<file path="config.mk">
export PLATFORM = sky130hd
export DESIGN_NAME = ppc_core
export DESIGN_NICKNAME = d
export VERILOG_FILES = /design/src/hdl/ppc_isa_pkg.sv /design/src/hdl/ppc_core_pkg.sv /design/src/hdl/ppc_core.sv /design/src/hdl/write_back_arbiter.sv /design/src/hdl/fx_unit.sv /design/src/hdl/gp_reg_file.sv /design/src/hdl/dispatcher.sv /design/src/hdl/instruction_decode.sv
export SDC_FILE = /design/constraint.sdc
export NUM_CORES = 2
export LEC_CHECK = 0
export BUFFER_PORTS_ARGS = -buffer_cell sky130_fd_sc_hd__buf_2
export CAP_MARGIN = 30
export CORE_MARGIN = 2
export CORE_UTILIZATION = 40
export CTS_CLUSTER_SIZE = 25
export DETAILED_ROUTE_END_ITERATION = 6
export PLACE_DENSITY = 0.63
export SLEW_MARGIN = 40
export SYNTH_ARGS = -nofsm -noshare
export SYNTH_HDL_FRONTEND = slang
export SYNTH_SLANG_ARGS = --single-unit
export TNS_END_PERCENT = 30
</file>
<file path="constraint.sdc">
create_clock -name clk -period 14.1 [get_ports clk]
set_clock_uncertainty 0.2 [all_clocks]
set_input_delay 1.41 -clock clk [delete_from_list [all_inputs] [get_ports clk]]
set_output_delay 1.41 -clock clk [all_outputs]
set_load 0.05 [all_outputs]
</file>
<file path="src/hdl/ppc_isa_pkg.sv">
// PowerPC instruction field types, opcode encodings and GPR count
package ppc_isa_pkg;

    // Big-endian bit numbering as in the Power ISA books
    typedef logic [0:31] word_t;
    typedef logic [0:4] gpr_addr_t;
    typedef logic [0:5] opcd_t;
    typedef logic [0:9] xo_t;

    localparam int GPR_COUNT = 32;

    // Primary opcodes
    localparam opcd_t OPCD_ADDI = 6'd14;
    localparam opcd_t OPCD_ORI = 6'd24;
    localparam opcd_t OPCD_X = 6'd31;

    // Extended opcodes of the X/XO forms under primary opcode 31
    localparam xo_t XO_ADD = 10'd266;
    localparam xo_t XO_SUBF = 10'd40;
    localparam xo_t XO_AND = 10'd28;
    localparam xo_t XO_OR = 10'd444;
    localparam xo_t XO_XOR = 10'd316;

endpackage
</file>
<file path="src/hdl/ppc_core_pkg.sv">
// Station ID sizing, unit and ALU operation enums, decode, issue and result bus structs
package ppc_core_pkg;

    localparam int RS_DEPTH = 4;
    localparam int UNIT_COUNT = 2;
    localparam int RS_ID_WIDTH = 3;

    typedef logic [0:RS_ID_WIDTH-1] rs_id_t;

    // Each unit owns a contiguous block of station IDs
    localparam rs_id_t ADD_RS_OFFSET = 3'd0;
    localparam rs_id_t LOG_RS_OFFSET = 3'd4;

    // Order matches the unit index on the dispatch and arbiter arrays
    typedef enum logic {
        UNIT_ADD,
        UNIT_LOG
    } unit_e;

    typedef enum logic [2:0] {
        OP_ADD,
        OP_SUBF,
        OP_AND,
        OP_OR,
        OP_XOR
    } alu_op_e;

    // Value when valid, otherwise the station ID that will produce it
    typedef struct packed {
        ppc_isa_pkg::word_t value;
        logic valid;
        rs_id_t rs_id;
    } operand_t;

    typedef struct packed {
        unit_e unit;
        alu_op_e op;
        ppc_isa_pkg::gpr_addr_t src_a;
        ppc_isa_pkg::gpr_addr_t src_b;
        ppc_isa_pkg::gpr_addr_t dst;
        // Index 0 selects a zero first operand, index 1 the immediate word
        logic [0:1] use_imm;
        ppc_isa_pkg::word_t imm;
    } decode_t;

    typedef struct packed {
        alu_op_e op;
        ppc_isa_pkg::gpr_addr_t dst;
        operand_t [0:1] operand;
    } issue_t;

    typedef struct packed {
        rs_id_t rs_id;
        ppc_isa_pkg::gpr_addr_t dst;
        ppc_isa_pkg::word_t value;
    } result_t;

endpackage

</file>
<file path="src/hdl/ppc_core.sv">
// Core top level with decode, dispatch, GPR file, add and logical units and arbiter
`timescale 1ns/100ps

module ppc_core (
    input  logic clk,
    input  logic rst_n,
    input  logic instruction_valid,
    output logic instruction_ready,
    input  ppc_isa_pkg::word_t instruction,
    output logic result_valid,
    output ppc_core_pkg::result_t result
);
    import ppc_isa_pkg::*;
    import ppc_core_pkg::*;

    logic decode_valid;
    logic decode_ready;
    decode_t decode;

    gpr_addr_t rd_addr [2];
    operand_t rd_operand [2];
    logic tag_enable;
    gpr_addr_t tag_addr;
    rs_id_t tag_rs_id;

    logic issue_valid [UNIT_COUNT];
    logic issue_ready [UNIT_COUNT];
    issue_t issue;
    rs_id_t id_taken [UNIT_COUNT];

    logic unit_valid [UNIT_COUNT];
    logic unit_ready [UNIT_COUNT];
    result_t unit_result [UNIT_COUNT];

    instruction_decode i_instruction_decode (
        .clk(clk),
        .rst_n(rst_n),
        .instruction_valid(instruction_valid),
        .instruction_ready(instruction_ready),
        .instruction(instruction),
        .decode_valid(decode_valid),
        .decode_ready(decode_ready),
        .decode(decode)
    );

    dispatcher i_dispatcher (
        .decode_valid(decode_valid),
        .decode_ready(decode_ready),
        .decode(decode),
        .rd_addr(rd_addr),
        .rd_operand(rd_operand),
        .tag_enable(tag_enable),
        .tag_addr(tag_addr),
        .tag_rs_id(tag_rs_id),
        .result_valid(result_valid),
        .result(result),
        .issue_valid(issue_valid),
        .issue_ready(issue_ready),
        .issue(issue),
        .id_taken(id_taken)
    );

    gp_reg_file i_gp_reg_file (
        .clk(clk),
        .rst_n(rst_n),
        .rd_addr(rd_addr),
        .rd_operand(rd_operand),
        .tag_enable(tag_enable),
        .tag_addr(tag_addr),
        .tag_rs_id(tag_rs_id),
        .result_valid(result_valid),
        .result(result)
    );

    fx_unit #(
        .RS_OFFSET(ADD_RS_OFFSET),
        .UNIT(UNIT_ADD)
    ) i_add_unit (
        .clk(clk),
        .rst_n(rst_n),
        .issue_valid(issue_valid[0]),
        .issue_ready(issue_ready[0]),
        .issue(issue),
        .id_taken(id_taken[0]),
        .result_valid(result_valid),
        .result(result),
        .out_valid(unit_valid[0]),
        .out_ready(unit_ready[0]),
        .out_result(unit_result[0])
    );

    fx_unit #(
        .RS_OFFSET(LOG_RS_OFFSET),
        .UNIT(UNIT_LOG)
    ) i_log_unit (
        .clk(clk),
        .rst_n(rst_n),
        .issue_valid(issue_valid[1]),
        .issue_ready(issue_ready[1]),
        .issue(issue),
        .id_taken(id_taken[1]),
        .result_valid(result_valid),
        .result(result),
        .out_valid(unit_valid[1]),
        .out_ready(unit_ready[1]),
        .out_result(unit_result[1])
    );

    write_back_arbiter i_write_back_arbiter (
        .clk(clk),
        .rst_n(rst_n),
        .in_valid(unit_valid),
        .in_ready(unit_ready),
        .in_result(unit_result),
        .result_valid(result_valid),
        .result(result)
    );

endmodule

</file>
<file path="src/hdl/write_back_arbiter.sv">
// Fixed-priority write-back arbiter driving the registered result bus
`timescale 1ns/100ps

module write_back_arbiter (
    input  logic clk,
    input  logic rst_n,
    input  logic in_valid [ppc_core_pkg::UNIT_COUNT],
    output logic in_ready [ppc_core_pkg::UNIT_COUNT],
    input  ppc_core_pkg::result_t in_result [ppc_core_pkg::UNIT_COUNT],
    output logic result_valid,
    output ppc_core_pkg::result_t result
);
    import ppc_core_pkg::*;

    logic taken;
    result_t granted;

    // Lowest index wins
    always_comb begin
        taken = 1'b0;
        granted = in_result[0];
        for (int u = 0; u < UNIT_COUNT; u++) begin
            in_ready[u] = in_valid[u] && !taken;
            if (in_ready[u]) begin
                granted = in_result[u];
            end
            taken = taken || in_valid[u];
        end
    end

    always_ff @(posedge clk or negedge rst_n) begin
        if (!rst_n) begin
            result_valid <= 1'b0;
        end else begin
            result_valid <= taken;
        end
    end

    always_ff @(posedge clk) begin
        if (taken) begin
            result <= granted;
        end
    end

endmodule

</file>
<file path="src/hdl/fx_unit.sv">
// Reservation station pool with bus snoop, oldest-ready issue and one-cycle ALU
`timescale 1ns/100ps

module fx_unit #(
    parameter ppc_core_pkg::rs_id_t RS_OFFSET = ppc_core_pkg::ADD_RS_OFFSET,
    parameter ppc_core_pkg::unit_e UNIT = ppc_core_pkg::UNIT_ADD
) (
    input  logic clk,
    input  logic rst_n,
    input  logic issue_valid,
    output logic issue_ready,
    input  ppc_core_pkg::issue_t issue,
    output ppc_core_pkg::rs_id_t id_taken,
    input  logic result_valid,
    input  ppc_core_pkg::result_t result,
    output logic out_valid,
    input  logic out_ready,
    output ppc_core_pkg::result_t out_result
);
    import ppc_isa_pkg::*;
    import ppc_core_pkg::*;

    typedef logic [$clog2(RS_DEPTH)-1:0] idx_t;

    issue_t station [RS_DEPTH];
    logic busy [RS_DEPTH];
    logic issued [RS_DEPTH];
    // Age order, 0 is the oldest occupied station
    idx_t rank [RS_DEPTH];
    logic [$clog2(RS_DEPTH):0] busy_count;
    idx_t free_idx;
    idx_t sel_idx;
    idx_t out_idx;
    logic sel_found;
    logic do_insert;
    logic do_issue;
    logic do_free;
    word_t op_a;
    word_t op_b;
    word_t alu_value;

    always_comb begin
        issue_ready = 1'b0;
        free_idx = '0;
        busy_count = '0;
        sel_found = 1'b0;
        sel_idx = '0;
        for (int i = RS_DEPTH - 1; i >= 0; i--) begin
            if (!busy[i]) begin
                issue_ready = 1'b1;
                free_idx = idx_t'(i);
            end
        end
        for (int i = 0; i < RS_DEPTH; i++) begin
            if (busy[i]) begin
                busy_count = busy_count + 1'b1;
            end
            if (busy[i] && !issued[i] && station[i].operand[0].valid &&
                station[i].operand[1].valid && (!sel_found || rank[i] < rank[sel_idx])) begin
                sel_found = 1'b1;
                sel_idx = idx_t'(i);
            end
        end
    end

    assign id_taken = RS_OFFSET + rs_id_t'(free_idx);
    assign do_insert = issue_valid && issue_ready;
    assign do_issue = sel_found && (!out_valid || out_ready);
    assign do_free = out_valid && out_ready;

    assign op_a = station[sel_idx].operand[0].value;
    assign op_b = station[sel_idx].operand[1].value;

    always_comb begin
        if (UNIT == UNIT_ADD) begin
            // subf computes rB minus rA
            alu_value = (station[sel_idx].op == OP_SUBF) ? op_b - op_a : op_a + op_b;
        end else begin
            case (station[sel_idx].op)
                OP_AND: alu_value = op_a & op_b;
                OP_XOR: alu_value = op_a ^ op_b;
                default: alu_value = op_a | op_b;
            endcase
        end
    end

    always_ff @(posedge clk or negedge rst_n) begin
        if (!rst_n) begin
            for (int i = 0; i < RS_DEPTH; i++) begin
                busy[i] <= 1'b0;
                issued[i] <= 1'b0;
                rank[i] <= '0;
            end
            out_valid <= 1'b0;
            out_idx <= '0;
        end else begin
            if (do_free) begin
                busy[out_idx] <= 1'b0;
                for (int i = 0; i < RS_DEPTH; i++) begin
                    if (busy[i] && rank[i] > rank[out_idx]) begin
                        rank[i] <= rank[i] - 1'b1;
                    end
                end
            end
            if (do_insert) begin
                busy[free_idx] <= 1'b1;
                issued[free_idx] <= 1'b0;
                rank[free_idx] <= idx_t'(busy_count - do_free);
            end
            if (do_issue) begin
                issued[sel_idx] <= 1'b1;
                out_idx <= sel_idx;
            end
            out_valid <= do_issue || (out_valid && !out_ready);
        end
    end

    always_ff @(posedge clk) begin
        if (do_insert) begin
            station[free_idx] <= issue;
        end
        // Snoop the result bus for waiting operands
        for (int i = 0; i < RS_DEPTH; i++) begin
            for (int k = 0; k < 2; k++) begin
                if (busy[i] && !station[i].operand[k].valid && result_valid &&
                    station[i].operand[k].rs_id == result.rs_id) begin
                    station[i].operand[k].value <= result.value;
                    station[i].operand[k].valid <= 1'b1;
                end
            end
        end
        if (do_issue) begin
            out_result.rs_id <= RS_OFFSET + rs_id_t'(sel_idx);
            out_result.dst <= station[sel_idx].dst;
            out_result.value <= alu_value;
        end
    end

endmodule

</file>
<file path="src/hdl/gp_reg_file.sv">
// GPR file with pending-write tags, two read ports and result bus write
`timescale 1ns/100ps

module gp_reg_file (
    input  logic clk,
    input  logic rst_n,
    input  ppc_isa_pkg::gpr_addr_t rd_addr [2],
    output ppc_core_pkg::operand_t rd_operand [2],
    input  logic tag_enable,
    input  ppc_isa_pkg::gpr_addr_t tag_addr,
    input  ppc_core_pkg::rs_id_t tag_rs_id,
    input  logic result_valid,
    input  ppc_core_pkg::result_t result
);
    import ppc_isa_pkg::*;
    import ppc_core_pkg::*;

    word_t values [GPR_COUNT];
    logic pending [GPR_COUNT];
    rs_id_t tags [GPR_COUNT];

    always_comb begin
        for (int i = 0; i < 2; i++) begin
            rd_operand[i].value = values[rd_addr[i]];
            rd_operand[i].valid = !pending[rd_addr[i]];
            rd_operand[i].rs_id = tags[rd_addr[i]];
        end
    end

    always_ff @(posedge clk or negedge rst_n) begin
        if (!rst_n) begin
            for (int r = 0; r < GPR_COUNT; r++) begin
                values[r] <= '0;
                pending[r] <= 1'b0;
                tags[r] <= '0;
            end
        end else begin
            // Only the latest producer in program order may write
            if (result_valid && pending[result.dst] && tags[result.dst] == result.rs_id) begin
                values[result.dst] <= result.value;
                pending[result.dst] <= 1'b0;
            end
            // A new dispatch overrides a completion to the same register
            if (tag_enable) begin
                pending[tag_addr] <= 1'b1;
                tags[tag_addr] <= tag_rs_id;
            end
        end
    end

endmodule

</file>
<file path="src/hdl/dispatcher.sv">
// Unit steering, station tag update and operand selection with result bus bypass
`timescale 1ns/100ps

module dispatcher (
    input  logic decode_valid,
    output logic decode_ready,
    input  ppc_core_pkg::decode_t decode,
    output ppc_isa_pkg::gpr_addr_t rd_addr [2],
    input  ppc_core_pkg::operand_t rd_operand [2],
    output logic tag_enable,
    output ppc_isa_pkg::gpr_addr_t tag_addr,
    output ppc_core_pkg::rs_id_t tag_rs_id,
    input  logic result_valid,
    input  ppc_core_pkg::result_t result,
    output logic issue_valid [ppc_core_pkg::UNIT_COUNT],
    input  logic issue_ready [ppc_core_pkg::UNIT_COUNT],
    output ppc_core_pkg::issue_t issue,
    input  ppc_core_pkg::rs_id_t id_taken [ppc_core_pkg::UNIT_COUNT]
);
    import ppc_isa_pkg::*;
    import ppc_core_pkg::*;

    assign rd_addr[0] = decode.src_a;
    assign rd_addr[1] = decode.src_b;

    // Stall while the target unit has no free station
    assign decode_ready = issue_ready[decode.unit];

    // Destination now waits on the station being filled
    assign tag_enable = decode_valid && decode_ready;
    assign tag_addr = decode.dst;
    assign tag_rs_id = id_taken[decode.unit];

    always_comb begin
        for (int u = 0; u < UNIT_COUNT; u++) begin
            issue_valid[u] = decode_valid && (int'(decode.unit) == u);
        end
    end

    always_comb begin
        issue.op = decode.op;
        issue.dst = decode.dst;
        for (int i = 0; i < 2; i++) begin
            issue.operand[i] = rd_operand[i];
            if (decode.use_imm[i]) begin
                issue.operand[i].value = (i == 0) ? word_t'(0) : decode.imm;
                issue.operand[i].valid = 1'b1;
            end else if (!rd_operand[i].valid && result_valid &&
                         rd_operand[i].rs_id == result.rs_id) begin
                // Producer completes this cycle
                issue.operand[i].value = result.value;
                issue.operand[i].valid = 1'b1;
            end
        end
    end

endmodule

</file>
<file path="src/hdl/instruction_decode.sv">
// Registered decode stage mapping instruction words onto unit, operation and operands
`timescale 1ns/100ps

module instruction_decode (
    input  logic clk,
    input  logic rst_n,
    input  logic instruction_valid,
    output logic instruction_ready,
    input  ppc_isa_pkg::word_t instruction,
    output logic decode_valid,
    input  logic decode_ready,
    output ppc_core_pkg::decode_t decode
);
    import ppc_isa_pkg::*;
    import ppc_core_pkg::*;

    opcd_t opcd;
    xo_t xo;
    logic supported;
    decode_t next_decode;

    assign opcd = instruction[0:5];
    assign xo = instruction[21:30];
    assign instruction_ready = !decode_valid || decode_ready;

    always_comb begin
        next_decode = '0;
        supported = 1'b1;
        // D and XO forms: rD, rA, rB
        next_decode.dst = instruction[6:10];
        next_decode.src_a = instruction[11:15];
        next_decode.src_b = instruction[16:20];
        case (opcd)
            OPCD_ADDI: begin
                next_decode.unit = UNIT_ADD;
                next_decode.op = OP_ADD;
                // rA of 0 means the literal zero, not GPR0
                next_decode.use_imm = {instruction[11:15] == 5'd0, 1'b1};
                next_decode.imm = {{16{instruction[16]}}, instruction[16:31]};
            end
            OPCD_ORI: begin
                next_decode.unit = UNIT_LOG;
                next_decode.op = OP_OR;
                next_decode.src_a = instruction[6:10];
                next_decode.dst = instruction[11:15];
                next_decode.use_imm = 2'b01;
                next_decode.imm = {16'h0000, instruction[16:31]};
            end
            OPCD_X: begin
                case (xo)
                    XO_ADD: begin
                        next_decode.unit = UNIT_ADD;
                        next_decode.op = OP_ADD;
                    end
                    XO_SUBF: begin
                        next_decode.unit = UNIT_ADD;
                        next_decode.op = OP_SUBF;
                    end
                    XO_AND, XO_OR, XO_XOR: begin
                        // Logical X form writes rA from rS and rB
                        next_decode.unit = UNIT_LOG;
                        next_decode.op = (xo == XO_AND) ? OP_AND :
                                         (xo == XO_OR) ? OP_OR : OP_XOR;
                        next_decode.src_a = instruction[6:10];
                        next_decode.dst = instruction[11:15];
                    end
                    default: supported = 1'b0;
                endcase
            end
            default: supported = 1'b0;
        endcase
    end

    always_ff @(posedge clk or negedge rst_n) begin
        if (!rst_n) begin
            decode_valid <= 1'b0;
        end else if (instruction_ready) begin
            decode_valid <= instruction_valid && supported;
        end
    end

    always_ff @(posedge clk) begin
        if (instruction_valid && instruction_ready) begin
            decode <= next_decode;
        end
    end

endmodule

</file>
# --- Yosys cells after proc, flatten, opt, wreduce, memory -nomap -nowiden ---
# Memories as Yosys holds them, arrays and structs flattened.
# Index checks and enable logic that the tools add are counted.
# W data, S select, Z words.
totals:
  mem_count: 2
  in_bits: 35
  out_inout_bits: 42
  ramBits: 640
  wordCells: 617
  register_bits: 1364
memory_table:
  columns: ["memory", "depth", "word_bits", "rd", "rd_ports_with_merged_regs", "write_ports", "line_no", "source"]
  rows:
  - ["i_add_unit.station", 4, 80, 5, 0, 5, "fx_unit.sv:25", "issue_t station [RS_DEPTH];"]
  - ["i_log_unit.station", 4, 80, 5, 0, 5, "fx_unit.sv:25", null]
op_classes:
  eq_ne: 30
  n_reduce_logical: 161
  n_mux: 190
  n_addsub: 20
  magnitude_cmp: 37
  bitwise: 34
ops:
  columns: ["op", "count"]
  rows:
  - ["$bwmux W1024", 1]
  - ["$bmux W32 S5", 2]
  - ["$mux W32", 8]
  - ["$demux W32 S5", 1]
  - ["$mux W33", 4]
  - ["$logic_and A1 B1 Y1", 111]
  - ["$bwmux W96", 1]
  - ["$mux W2", 40]
  - ["$mux W1", 74]
  - ["$pmux W34 S2", 1]
  - ["$and A32 B32 Y32", 2]
  - ["$or A32 B32 Y32", 2]
  - ["$pmux W32 S2", 1]
  - ["$eq A3 B3 Y1", 19]
  - ["$bmux W3 S5", 3]
  - ["$mux W39", 1]
  - ["$logic_not A1 Y1", 36]
  - ["$mux W3", 12]
  - ["$add A32 B32 Y32", 1]
  - ["$mux W4", 8]
  - ["$mux W8", 4]
  - ["$not A32 Y32", 1]
  - ["$sub A32 B32 Y32", 1]
  - ["$xor A32 B32 Y32", 1]
  - ["44 further kinds", 137]

# --- Logic depth before layout (Yosys ltp) ---
depth:
  depth_word: 32
  ltp_mapped: 46
  depth_no_buf: 36

# --- Hierarchy ---
# A second synthesis with hierarchy kept.
unflattened:
  cells_unflattened: 7706
  hier_area_um2: 108590.4
modules_own_cells:
  columns: ["module", "n_inst", "cells_each", "area_per_inst_um2", "seq_area_each_um2"]
  rows:
  - ["gp_reg_file", 1, 3755, 63101.8, 28827.6]
  - ["fx_unit (i_add_unit)", 1, 1753, 20201.9, 11175.7]
  - ["fx_unit (i_log_unit)", 1, 1758, 20020.5, 11175.7]
  - ["write_back_arbiter", 1, 90, 1945.6, 1226.2]
  - ["instruction_decode", 1, 124, 1799.2, 1166.1]
  - ["dispatcher", 1, 226, 1521.5, 0.0]

# --- Worst setup path after synthesis ---
# No wires, ideal clock.
synth_timing:
  path_type: "reg2reg"
  from: "reg i_add_unit.rank[5] (netlist name)"
  to: "reg i_add_unit.out_result[30] (netlist name), data pin"
  stages_incl_launch_ff: 43
  setup_time_ps: 265
  n_path_buf: 13
  arrival_time_ps: 9819
  t_required_ps: 13635
  slack_ps: 3816
  synth_period_minus_slack_ps: 10284
  path_cell_list: "dfrtp_1 -> ha_1 -> a21o_1 -> a21oi_1 -> clkbuf_1 -> buf_1 -> buf_1 -> a21oi_1 -> ha_1 -> a21boi_0 -> o2111ai_1 -> nand2_1 -> buf_2 -> buf_2 -> clkbuf_1 -> buf_1 -> o21ai_0 -> ha_1 -> [... 7 more ...] -> clkbuf_1 -> clkbuf_1 -> buf_1 -> a21oi_1 -> a221oi_1 -> ha_1 -> inv_1 -> fa_1 -> a211o_1 -> a21oi_1 -> o21bai_1 -> a31o_2 -> a21bo_2 -> a31oi_1 -> a211oi_1 -> o41ai_1 -> o21ai_0 -> xor2_1"
synth_between:
  elab_chain_len: 23
  word_cells_on_any_way: 29
  classes_between: "add/sub (2); order compare (3); eq/ne (1); mux (12); bitwise (2); reduce/logical (8); memory (1)"
synth_lines:
  columns: ["item", "line_no", "source"]
  rows:
  - ["start: declaration", "fx_unit.sv:29", "idx_t rank [RS_DEPTH];"]
  - ["start signal: indexed assignment", "fx_unit.sv:101", "rank[i] <= rank[i] - 1'b1;"]
  - ["start signal: indexed assignment", "fx_unit.sv:108", "rank[free_idx] <= idx_t'(busy_count - do_free);"]
  - ["$lt A2 B2 Y1", "fx_unit.sv:59", "station[i].operand[1].valid && (!sel_found || rank[i] < rank[sel_idx])) begin"]
  - ["$logic_or A1 B1 Y1", "fx_unit.sv:59", null]
  - ["$logic_and A1 B1 Y1", "fx_unit.sv:59", null]
  - ["$mux W1", "fx_unit.sv:58", "if (busy[i] && !issued[i] && station[i].operand[0].valid &&"]
  - ["$not A1 Y3 (implied by the code)", "fx_unit.sv:59", null]
  - ["$bmux W2 S2", "fx_unit.sv:59", null]
  - ["$mux W2 (implied by the code) (2 in a row)", "fx_unit.sv:59", null]
  - ["$lt A2 B2 Y1", "fx_unit.sv:59", null]
  - ["[... 7 more ...]", null, null]
  - ["$lt A2 B2 Y1", "fx_unit.sv:59", null]
  - ["$logic_or A1 B1 Y1", "fx_unit.sv:59", null]
  - ["$logic_and A1 B1 Y1", "fx_unit.sv:59", null]
  - ["$mux W2 (*)", "fx_unit.sv:58", null]
  - ["$mem_v2 Z4 W80 (*)", null, null]
  - ["$add A32 B32 Y32 (tied with other cells)", "fx_unit.sv:77", "alu_value = (station[sel_idx].op == OP_SUBF) ? op_b - op_a : op_a + op_b;"]
  - ["$mux W32 (*)", "fx_unit.sv:77", null]
  - ["net i_add_unit.alu_value[30]", "fx_unit.sv:40", "word_t alu_value;"]
  - ["end: declaration", "fx_unit.sv:18", "output ppc_core_pkg::result_t out_result"]
# The timed path passes the listed nets; every way through them passes the cells marked *. The select of a mux whose other input is x is not followed.
# A chain may end at the register's enable or synchronous reset.

# --- Final worst setup path ---
layout_timing:
  from: "reg i_add_unit.rank[5] (netlist name)"
  to: "reg i_add_unit.out_result[31] (netlist name), data pin"
# Same word-level chain as after synthesis.

==> flow_metrics.tcl <==
set metrics [dict create \
    via_per_inst 6.34 \
    clk_latency_ps 900 \
    coreArea_mm2 0.259 \
    grt_pass1_wl_mm 489 \
    leakagePower_nw 47.1 \
    status "finished, final reports clean" \
    dr.pass1.iters 6 \
    setup.worst_path.start "i_add_unit.rank[5]" \
    area_delta_synth_final_pct 10.8 \
    drt-met1-wl_mm 131 \
    synth.distinct_cells 83 \
    synth_area_per_cell_um2 13.8 \
    cts.clk_slew.worst_paths_ps 60 \
    async_flop_share_pct 60.0 \
    overflow 0 \
    post_synth_instance_area_mm2 0.104 \
    htree_levels 4 \
    utilization_pct 44.5 \
    place_ws_ps 3790 \
    start_util_pct 40.2 \
    mostFrequentLayoutCells "1,192 x dfrtp_1, 1,117 x mux2_2, 780 x edfxtp_1" \
    root_buffer "clkbuf_16" \
    grt_max_degree 152 \
    grt_pass1_vias 69744 \
    gp_congestion 0.920 \
    setup_viol 0 \
    hold_viol_final 0 \
    final_antenna_net_count 0 \
    layout.nets 7475 \
    syn_inst 7537 \
    die_h_um 514 \
    ios 77 \
    worst_pin_slew_ps 913 \
    synth_warnings 0 \
    finalPower_mw 12.5 \
    tns_ps 0 \
    critical_path_class "flop to flop" \
    slowest_stage "a2111oi_1" \
    vias 69135 \
    postCtsResizedCells 0 \
    reg2reg_slack_ps 3950 \
    clock_path_buffers 3 \
    mostFrequentLayoutCell "dfrtp_1" \
    synth-seq-area-share_pct 51.4 \
    cp.arrival_ps 10580 \
    routed_wl_mm 334 \
    post-route-period-util_pct 72.0 \
    fp-row-count 187 \
    r2r_end "i_add_unit.out_result[31]" \
    wl_per_cell_um 30.6 \
    power_density_mw_per_mm2 108 \
    worstSetupEndpointType "flop" \
    ir_worst_vdd_mv 0.121 \
    drv_cap 0 \
    drive_gt1_share_pct 35.2 \
    required_ps 14530 \
    critPathMaxFanout 54 \
    synth-edff-count 780 \
    place.detailed.hpwl_mm 203 \
    cts_buffers 207 \
    rsz0062_at_grt "no" \
    dr_wl_met2_mm 157 \
    slowest_delay_ps 670 \
    clock_sinks 1988 \
    cp-start-kind "flop" \
    r2r_start "i_add_unit.rank[5]" \
    ys.flop_type "dfrtp_1" \
    post-cts-setup-buffers 0 \
    dr_wl_met3_mm 29.4 \
    antenna_found_initial 9 \
    setup_ws_ps 3950 \
    finalMaxSlewViolations 0 \
    holdBufCountCts 0 \
    maxUsedRoutingLayer "met4" \
    period_needed_ps 10150 \
    rr_worst_depth 32 \
    track_usage_pct 25.0 \
    drc_errors 0 \
    dieArea_mm2 0.264 \
    fmax_ghz 0.0986 \
    drt-initial-drc-count 8139 \
    port_buffers 76 \
    endpoint "i_add_unit.out_result[31]" \
    slew_headroom_pct 39.0 \
    cts_tree "yes" \
    fillers 22793 \
    synthesis.nets 7697 \
    hold_class "primary input to async pin" \
    die_x_um 514 \
    synth_seq_cells 1988 \
]
worst min-delay path by stage:
stage	startpoint	end	slack, ps	cells past startpoint
after CTS	i_log_unit.issued[1]	i_log_unit.issued[1]	280	2
after global placement	i_log_unit.issued[1]	i_log_unit.issued[1]	250	2
after global routing	rst_n	i_gp_reg_file.values[625]	200	1
after detailed placement	i_log_unit.issued[1]	i_log_unit.issued[1]	260	2
after floorplan	i_add_unit.issued[0]	i_add_unit.issued[0]	240	2
final	rst_n	i_gp_reg_file.values[625]	210	1
report_power, final:
| part | internal [mW] | total (mW) | switching, mW |
|---|---|---|---|
| Combinational | 0.250 | 0.856 | 0.606 |
| Clock | 3.11 | 5.55 | 2.44 |
| Sequential | 6.05 | 6.10 | 0.0594 |
cell families (layout without fill, tap and decap cells):
group / after synthesis / count (layout) / share of synthesized area (%)
compound gates: 1263 / 1263 / 8.39
xor+xnor: 128 / 128 / 1.09
buf+inv: 876 / 829 / 3.32
mux: 1945 / 1945 / 29.1
fa+ha+maj: 125 / 125 / 1.51
other cells: 0 / 8 / 0
simple gates: 1212 / 1212 / 5.13
flops: 1988 / 1988 / 51.4
metal layers:
| layer | vias up | global-route usage (%) |
|---|---|---|
| met5 | - | 0 |
| met2 | 3491 | 39.9 |
| li1 | 28505 | - |
| met1 | 36435 | 33.5 |
| met4 | 0 | 11.0 |
| met3 | 704 | 4.43 |
metrics by stage:
stage	cell area [um^2]	std cells	hold slack (ps)
6_report	115000	10900	208
5_1_grt	115000	10899	204
4_1_cts	115000	10889	277
3_5_place_dp	108000	10505	262
3_3_place_gp	108000	10491	255
2_1_floorplan	104000	7537	238
state kept, by name (all words and copies together), names as in the netlist, 2 cells and up:
| signal | flops |
|---|---|
| i_add_unit.rank | 8 |
| i_add_unit.out_idx | 2 |
| i_log_unit.out_idx | 2 |
| i_log_unit.station | 320 |
| i_instruction_decode.decode | 38 |
| i_gp_reg_file.values | 1024 |
| i_write_back_arbiter.result | 40 |
| i_add_unit.station | 320 |
| i_add_unit.issued | 4 |
| i_add_unit.busy | 4 |
| i_gp_reg_file.pending | 32 |
| i_log_unit.rank | 8 |
| i_add_unit.out_result | 39 |
| i_log_unit.out_result | 39 |
| i_gp_reg_file.tags | 96 |
| i_log_unit.busy | 4 |
| i_log_unit.issued | 4 |
area by class of cell:
class / count / area, um^2 / share of cell area, %
multi-input cells: 4673 / 47700 / 41.3
repair buffers: 290 / 2490 / 2.16
clock inverters: 83 / 800 / 0.693
clock buffers: 301 / 6040 / 5.24
inverters: 155 / 584 / 0.506
flip-flops and latches: 1988 / 53600 / 46.4
diodes: 8 / 20.0 / 0.0173
well taps: 3402 / 4260 / 3.69
Yosys cell counts (all sizes together), types with 6 or more instances:
cell type / number / area share (%)
a211o: 36 / 0.30
a211oi: 9 / 0.065
a21o: 33 / 0.24
a21oi: 233 / 1.1
a221o: 46 / 0.44
a221oi: 67 / 0.56
a22o: 267 / 2.2
a22oi: 25 / 0.18
a311oi: 11 / 0.093
a31oi: 11 / 0.066
and2: 27 / 0.16
and3: 16 / 0.096
buf: 205 / 0.90
clkbuf: 516 / 1.9
dfrtp: 1192 / 29
dfxtp: 16 / 0.31
edfxtp: 780 / 22
ha: 124 / 1.5
inv: 150 / 0.54
mux2: 1117 / 12
mux2i: 72 / 0.69
mux4: 756 / 16
nand2: 672 / 2.4
nand2b: 13 / 0.078
nand3: 151 / 0.73
nand3b: 6 / 0.043
nand4: 17 / 0.10
nand4b: 7 / 0.059
nor2: 168 / 0.61
nor2b: 13 / 0.078
nor3: 42 / 0.21
nor3b: 7 / 0.050
nor4: 25 / 0.16
o211ai: 10 / 0.072
o21a: 11 / 0.079
o21ai: 402 / 2.0
o21bai: 10 / 0.072
o221ai: 32 / 0.27
o22a: 17 / 0.14
or2: 25 / 0.15
or3: 7 / 0.042
xnor2: 82 / 0.69
xor2: 45 / 0.38
critical path, delay by kind of cell, from the launching register on:
kind | cells | cell delay [ps]
compound gates | 20 | 5490
flops | 1 | 440
buf+inv | 2 | 920
simple gates | 4 | 1040
fa+ha+maj | 4 | 1260
xor+xnor | 2 | 470
No activity file was read; power rests on OpenSTA's default activity.
